[src/hdl/mips_pkg.sv]
package mips_pkg;

	// instruction word formats
	typedef struct packed {
		logic [5:0] opcode;
		logic [4:0] rs;
		logic [4:0] rt;
		logic [4:0] rd;
		logic [4:0] shamt;
		logic [5:0] funct;
	} r_fmt_t;

	typedef struct packed {
		logic [5:0]  opcode;
		logic [4:0]  rs;
		logic [4:0]  rt;
		logic [15:0] imm;
	} i_fmt_t;

	typedef struct packed {
		logic [5:0]  opcode;
		logic [25:0] target;
	} j_fmt_t;

	// one 32-bit word, three views
	typedef union packed {
		r_fmt_t r;
		i_fmt_t i;
		j_fmt_t j;
	} instr_t;

	typedef enum logic [3:0] {
		alu_add,
		alu_sub,
		alu_and,
		alu_or,
		alu_slt,  // signed compare
		alu_sll,
		alu_srl
	} alu_op_e;

	typedef enum logic [3:0] {
		st_fetch,
		st_decode,
		st_mem_addr,
		st_mem_read,
		st_mem_wb,
		st_mem_write,
		st_exec_r,
		st_exec_i,
		st_alu_wb,
		st_branch,
		st_jump
	} state_e;

	// opcodes
	localparam logic [5:0] op_rtype = 6'h00;
	localparam logic [5:0] op_j     = 6'h02;
	localparam logic [5:0] op_jal   = 6'h03;
	localparam logic [5:0] op_beq   = 6'h04;
	localparam logic [5:0] op_bne   = 6'h05;
	localparam logic [5:0] op_addi  = 6'h08;
	localparam logic [5:0] op_andi  = 6'h0c;
	localparam logic [5:0] op_ori   = 6'h0d;
	localparam logic [5:0] op_lw    = 6'h23;
	localparam logic [5:0] op_sw    = 6'h2b;

	// r-type funct codes
	localparam logic [5:0] fn_sll = 6'h00;
	localparam logic [5:0] fn_srl = 6'h02;
	localparam logic [5:0] fn_add = 6'h20;
	localparam logic [5:0] fn_sub = 6'h22;
	localparam logic [5:0] fn_and = 6'h24;
	localparam logic [5:0] fn_or  = 6'h25;
	localparam logic [5:0] fn_slt = 6'h2a;

	// select encodings
	localparam logic [1:0] dst_rt       = 2'd0;
	localparam logic [1:0] dst_rd       = 2'd1;
	localparam logic [1:0] dst_r31      = 2'd2;  // jal link
	localparam logic [1:0] srca_pc      = 2'd0;
	localparam logic [1:0] srca_a       = 2'd1;
	localparam logic [1:0] srca_shamt   = 2'd2;
	localparam logic [1:0] srcb_b       = 2'd0;
	localparam logic [1:0] srcb_four    = 2'd1;
	localparam logic [1:0] srcb_ext     = 2'd2;
	localparam logic [1:0] srcb_ext_sh2 = 2'd3;  // branch offset
	localparam logic [1:0] pcsrc_alu    = 2'd0;
	localparam logic [1:0] pcsrc_aluout = 2'd1;
	localparam logic [1:0] pcsrc_jump   = 2'd2;

	// per-cycle control, fsm to datapath
	typedef struct packed {
		logic       pc_write;
		logic       iord;        // 1 = data address from aluout
		logic       mem_write;
		logic       ir_write;
		logic       reg_write;
		logic       mem_to_reg;
		logic       zero_ext;    // andi / ori
		logic [1:0] reg_dst;
		logic [1:0] alu_src_a;
		logic [1:0] alu_src_b;
		logic [1:0] pc_src;
		logic [1:0] branch;      // bit0 beq, bit1 bne
		alu_op_e    alu_op;
		state_e     state;
	} ctrl_t;

endpackage

[src/hdl/mips_control.sv]
module mips_control (
	input  logic             clk,
	input  logic             rstb,
	input  mips_pkg::instr_t instr,
	output mips_pkg::ctrl_t  ctrl
);
	import mips_pkg::*;

	state_e     state;
	state_e     state_nxt;
	logic [5:0] opcode;
	logic [5:0] funct;
	alu_op_e    funct_op;   // r-type operation from funct
	logic       funct_ok;
	logic       is_shift;   // sll / srl take shamt on port a

	assign opcode   = instr.r.opcode;
	assign funct    = instr.r.funct;
	assign is_shift = (funct == fn_sll) || (funct == fn_srl);

	always_comb begin
		funct_ok = 1'b1;
		funct_op = alu_add;
		case (funct)
			fn_add: funct_op = alu_add;
			fn_sub: funct_op = alu_sub;
			fn_and: funct_op = alu_and;
			fn_or:  funct_op = alu_or;
			fn_slt: funct_op = alu_slt;
			fn_sll: funct_op = alu_sll;
			fn_srl: funct_op = alu_srl;
			default: funct_ok = 1'b0;  // unsupported, dropped in decode
		endcase
	end

	always_ff @(posedge clk) begin
		if (!rstb)
			state <= st_fetch;
		else
			state <= state_nxt;
	end

	// next state
	always_comb begin
		case (state)
			st_fetch: state_nxt = st_decode;
			st_decode: begin
				case (opcode)
					op_lw, op_sw:            state_nxt = st_mem_addr;
					op_rtype:                state_nxt = funct_ok ? st_exec_r : st_fetch;
					op_addi, op_andi, op_ori: state_nxt = st_exec_i;
					op_beq, op_bne:          state_nxt = st_branch;
					op_j, op_jal:            state_nxt = st_jump;
					default:                 state_nxt = st_fetch;  // unknown op, no effect
				endcase
			end
			st_mem_addr: state_nxt = (opcode == op_lw) ? st_mem_read : st_mem_write;
			st_mem_read: state_nxt = st_mem_wb;
			st_exec_r:   state_nxt = st_alu_wb;
			st_exec_i:   state_nxt = st_alu_wb;
			default:     state_nxt = st_fetch;  // last cycle of every class
		endcase
	end

	// moore outputs, decoded from state and ir
	always_comb begin
		ctrl        = '0;
		ctrl.alu_op = alu_add;
		ctrl.state  = state;
		case (state)
			st_fetch: begin
				ctrl.ir_write  = 1'b1;
				ctrl.pc_write  = 1'b1;       // pc + 4
				ctrl.alu_src_a = srca_pc;
				ctrl.alu_src_b = srcb_four;
				ctrl.pc_src    = pcsrc_alu;
			end
			st_decode: begin
				// speculative branch target into aluout
				ctrl.alu_src_a = srca_pc;
				ctrl.alu_src_b = srcb_ext_sh2;
			end
			st_mem_addr: begin
				ctrl.alu_src_a = srca_a;     // base + offset
				ctrl.alu_src_b = srcb_ext;
			end
			st_mem_read: ctrl.iord = 1'b1;
			st_mem_wb: begin
				ctrl.reg_write  = 1'b1;
				ctrl.reg_dst    = dst_rt;
				ctrl.mem_to_reg = 1'b1;
			end
			st_mem_write: begin
				ctrl.iord      = 1'b1;
				ctrl.mem_write = 1'b1;
			end
			st_exec_r: begin
				ctrl.alu_src_a = is_shift ? srca_shamt : srca_a;
				ctrl.alu_src_b = srcb_b;
				ctrl.alu_op    = funct_op;
			end
			st_exec_i: begin
				ctrl.alu_src_a = srca_a;
				ctrl.alu_src_b = srcb_ext;
				ctrl.zero_ext  = (opcode != op_addi);  // logical imms
				case (opcode)
					op_andi: ctrl.alu_op = alu_and;
					op_ori:  ctrl.alu_op = alu_or;
					default: ctrl.alu_op = alu_add;
				endcase
			end
			st_alu_wb: begin
				ctrl.reg_write = 1'b1;
				ctrl.reg_dst   = (opcode == op_rtype) ? dst_rd : dst_rt;
			end
			st_branch: begin
				ctrl.alu_src_a = srca_a;     // compare by subtract
				ctrl.alu_src_b = srcb_b;
				ctrl.alu_op    = alu_sub;
				ctrl.pc_src    = pcsrc_aluout;
				ctrl.branch    = (opcode == op_bne) ? 2'b10 : 2'b01;
			end
			st_jump: begin
				ctrl.pc_write = 1'b1;
				ctrl.pc_src   = pcsrc_jump;
				if (opcode == op_jal) begin
					ctrl.reg_write = 1'b1;   // link, pc already +4
					ctrl.reg_dst   = dst_r31;
				end
			end
			default: ;
		endcase
	end

endmodule

[config.mk]
export PLATFORM = sky130hd
export DESIGN_NAME = mips_control
export DESIGN_NICKNAME = d
export VERILOG_FILES = /design/src/hdl/mips_pkg.sv /design/src/hdl/mips_control.sv
export SDC_FILE = /design/constraint.sdc
export NUM_CORES = 1
export LEC_CHECK = 0
export BUFFER_PORTS_ARGS = -buffer_cell sky130_fd_sc_hd__buf_2
export CAP_MARGIN = 20
export CORE_AREA = 3 3 52 54
export CTS_CLUSTER_SIZE = 40
export DETAILED_ROUTE_END_ITERATION = 10
export DIE_AREA = 0 0 55 57
export REMOVE_ABC_BUFFERS = 1
export SYNTH_ARGS = -nofsm -noshare
export SYNTH_HDL_FRONTEND = slang
export SYNTH_SLANG_ARGS = --single-unit
[constraint.sdc]
create_clock -name clk -period 3.6 [get_ports clk]
set_input_delay 0.54 -clock clk [delete_from_list [all_inputs] [get_ports clk]]
set_output_delay 0.54 -clock clk [all_outputs]
set_load 0.05 [all_outputs]
Word-level counts from Yosys, hierarchy flattened
Index checks and enable logic that the tools add are counted.
{ "word_totals": {"ff_bits": 4, "wordCells": 65, "inputBits": 34, "out_inout_bits": 25} }
{ "op_classes": {"muxes": 24, "eq_ne": 26, "n_reduce_logical": 14} }
{ "ops": {"columns": ["operator", "n"], "rows": [
  ["$pmux W4 S5", 3],
  ["$eq A6 B6 Y1 const B", 7],
  ["$eq A6 B2 Y1 const B", 3],
  ["$eq A6 B4 Y1 const B", 3],
  ["$pmux W3 S6", 1],
  ["$eq A4 B3 Y1 const B", 4],
  ["$reduce_or A2 Y1", 8],
  ["$eq A4 B4 Y1 const B", 3],
  ["$eq A6 B3 Y1 const B", 2],
  ["$logic_not A6 Y1", 2],
  ["$pmux W2 S2", 3],
  ["$pmux W4 S3", 1],
  ["$mux W1", 9],
  ["$eq A4 B2 Y1 const B", 2],
  ["$mux W2", 4],
  ["$reduce_or A7 Y1", 1],
  ["$mux W3", 2],
  ["$ne A6 B4 Y1 const B", 1],
  ["$eq A4 B1 Y1 const B", 1],
  ["$logic_not A4 Y1", 1],
  ["$reduce_or A3 Y1", 1],
  ["$pmux W1 S2", 1],
  ["$logic_or A1 B1 Y1", 1]
]} }

Logic depth before layout (Yosys ltp)
{ "logic_depth": {"ltp_word": 6, "mapped_depth": 5} }

Worst setup path before layout
No wires, ideal clock.
{ "synth_path": {"path_type": "register to output", "start": "register state[1]", "end": "output ctrl[24] (netlist bit)", "stages_incl_launch_ff": 4, "arrival_time_ps": 2940, "path_buffers": 1, "path_slack_ps": 120, "cell_sequence": "dfxtp_1 > buf_1 > nor4_1 > nand2b_1"} }
{ "synth_lines": {"columns": ["item", "line", "text"], "rows": [
  ["start: declaration", "mips_control.sv:9", "state_e state;"],
  ["start signal: assignment", "mips_control.sv:38", "state <= st_fetch;"],
  ["start signal: assignment", "mips_control.sv:40", "state <= state_nxt;"],
  ["end: declaration", "mips_control.sv:5", "output mips_pkg::ctrl_t ctrl"]
]} }

==> out/qor.yml <==
status:
  status: "finished clean"
clock_network:
  clock_sinks: 4
  cts_tree: "done"
  cts_setup_buffers: 0
  cts_hold_buffers: 0
  clkLatencyLatePin_ps: 230
  clkTransAtPathRegs_ps: 30
  htreeDepth: 1
  clockBufferDepth: 2
  cts-resized-gates: 0
  root_buffer: "clkbuf_4"
  numCtsBuffers: 3
cells_and_area:
  area_growth_pct: 32.6
  num_antenna_cells: 0
  multi_input_area_um2: 547
  nNetsFinal: 171
  regArea_um2: 80.1
  n_fill_cell: 263
  final_layout_size_suffix_gt1_share_pct: 34.1
  largest_register_ff_count: 4
  top_register: "state"
  layout_common_cells: "buf_2 (37), nor2_1 (10), nor2b_1 (8), nand2_1 (8)"
  top_regs: "state (4)"
  final_common_cell: "buf_2"
yosys:
  synth_cell_type_count: 41
  syn_avg_cell_area_um2: 6.58
  synth_seq_area_share_pct: 12.1
  yosys_register_bits: 4
  synth_area_um2: 664
  synth_cells: 101
  yosys_warnings: 0
power:
  netSwitchingFraction_pct: 39.4
  combinationalPowerShare_pct: 41.1
  max-vdd-ir-drop_uv: 160
  switching_power_uw: 69.8
  seqPwrFrac_pct: 28.8
  power_frac_clock_pct: 30.1
  cellLeakagePower_nw: 0.408
  p_per_area_mw_per_mm2: 201
  p_int_uw: 107
critical_path:
  cpPeakStageDelay_ps: 610
  r2r_cells: 4
  slowest_stage: "dfxtp_1"
  rr_endpoint: "state[2]"
  cp-end-kind: "primary output"
  r2r_slack_ps: 1970
  rr_startpoint: "state[0]"
  path_buf_inv: 1
  cp-start-kind: "flop"
  cp_max_fo: 15
  crit_family: "flip-flops"
  crit_required_ps: 3060
  path_class: "flop to primary output"
  crit_chain: "nand4bb_1 > or3_1 > a21oi_1 > a211o_1 > buf_2"
  worst_ep_arrival_time_ps: 1890
  cp-startpoint: "state[1]"
detailed_routing:
  antenna_left: 0
  routed_wl_mm: 1.98
  drcViolationCount: 0
  vias_per_cell: 5.25
  firstDrtPassIters: 4
  vias: 856
  wl_per_cell_um: 12.1
  drtIter0Drc: 20
sta:
  min_period_ps: 2430
  min_period_over_period_pct: 67.4
  fin_skew_ps: 3.37
  hold_viol: 0
  grt_setup_unrepaired: "no"
  layout_setup_ws_ps: 1170
  drv_slew: 0
  setup-tns-final_ps: 0
  setup_viol: 0
  holdWs_ps: 583
  fmax_mhz: 412
floorplanning:
  ios: 59
  die_h_um: 57
  core_area_mm2: 0.00225
  die_area_mm2: 0.00314
  fp.dieW_um: 55
  num_rows: 17
  initial_utilization_pct: 29.5
hold_path:
  holdPathEnd: "state[1]"
  hold_start: "instr[30]"
  hold_class: "input port to flop"
  worstHoldPathCells: 2
placed_design:
  place.gp.congestion: 0.807
  dp_hpwl_mm: 1.57
  portBuffers: 37
  pre_cts_slack_ps: 1260
grt:
  grt_use_total_pct: 12.7
  grt_antenna_before_repair: 0
  grt_overflow: 0
  grt_max_degree: 17
  grt_pass1_wl_mm: 3.07
  grt_pass1_vias: 695
run:
  maxCapViolations: 0
-- metrics by stage --
stage          cells  total power [mW]  instance area, um^2  util [%]
5_1_grt          163             0.192                  881      39.1
2_1_floorplan     95            0.0972                  638         -
3_3_place_gp     160             0.123                  858      38.1
6_report         163             0.177                  881      39.1
3_5_place_dp     160             0.124                  858      38.1
4_1_cts          163             0.182                  881      39.1
-- Yosys cell counts, drive strengths merged --
master   number  share of area (%)
a311o         1                1.5
and2          1               0.94
nand2b        4                3.8
mux2          1                1.7
or3b          1                1.3
o21a          1                1.1
nand3b        1                1.1
nand2         8                4.5
xnor2         2                2.6
o21bai        1                1.1
nor2b         8                7.5
or2           1               0.94
a21oi         6                4.5
o41ai         1                1.3
buf           2                1.7
xor2          1                1.3
o211ai        1                1.1
o21ai         4                3.0
nor3b         5                5.7
conb          1               0.56
a2111oi       1                1.5
clkbuf        4                2.3
o21ba         1                1.5
nand4bb       1                1.7
a31oi         2                1.9
nor3          7                6.0
or3           3                3.6
nor2         10                5.7
a211o         1                1.3
nor4          5                4.7
and3          2                1.9
inv           3                1.7
and3b         1                1.3
nand3         2                1.5
nand4b        2                2.6
a32oi         1                1.3
dfxtp         4                 12
-- final cells by class --
class | instances | area share (%)
Timing Repair Buffer | 37 | 21.0
Clock buffer | 3 | 2.56
Sequential cell | 4 | 9.09
Multi-Input combinational cell | 88 | 62.1
Inverter | 3 | 1.28
Tap cell | 28 | 3.98
-- kinds of logic after synthesis --
group	Yosys count	synth area share (%)
flip-flops	4	12.1
multiplexers	1	1.69
other	1	0.564
AO/OA/AOI/OAI	21	21.3
XOR/XNOR	3	3.96
AND/OR/NAND/NOR	62	54.8
buffers and inverters	9	5.65
-- worst max-delay path by stage --
stage / endpoint / slack [ps] / depth (start not counted)
after global placement: ctrl[5] / 1280 / 5
final: ctrl[4] / 1170 / 5
after global routing: ctrl[4] / 1050 / 5
after detailed placement: ctrl[5] / 1260 / 5
after floorplan: ctrl[24] / 240 / 2
after CTS: ctrl[4] / 1160 / 5
-- metal layers --
metal  share of wire, %  track usage (%)  wire (um)  vias up
li1                   -                -          -      437
met1                 47             18.4        936      393
met2                 46             18.8        916       24
met3                6.0            0.783        119        2
met4               0.40             5.90          8        0
met5                  0                0          0        -
-- power groups by stage --
stage,clock (mW),combinational [mW],sequential [mW]
floorplan,0,0.0427,0.0545
global placement,0,0.0715,0.0515
detailed placement,0,0.0725,0.0514
CTS,0.0582,0.0727,0.0507
global route,0.0616,0.0785,0.0516
finish,0.0533,0.0727,0.0509
No activity file was read; power rests on OpenSTA's default activity.
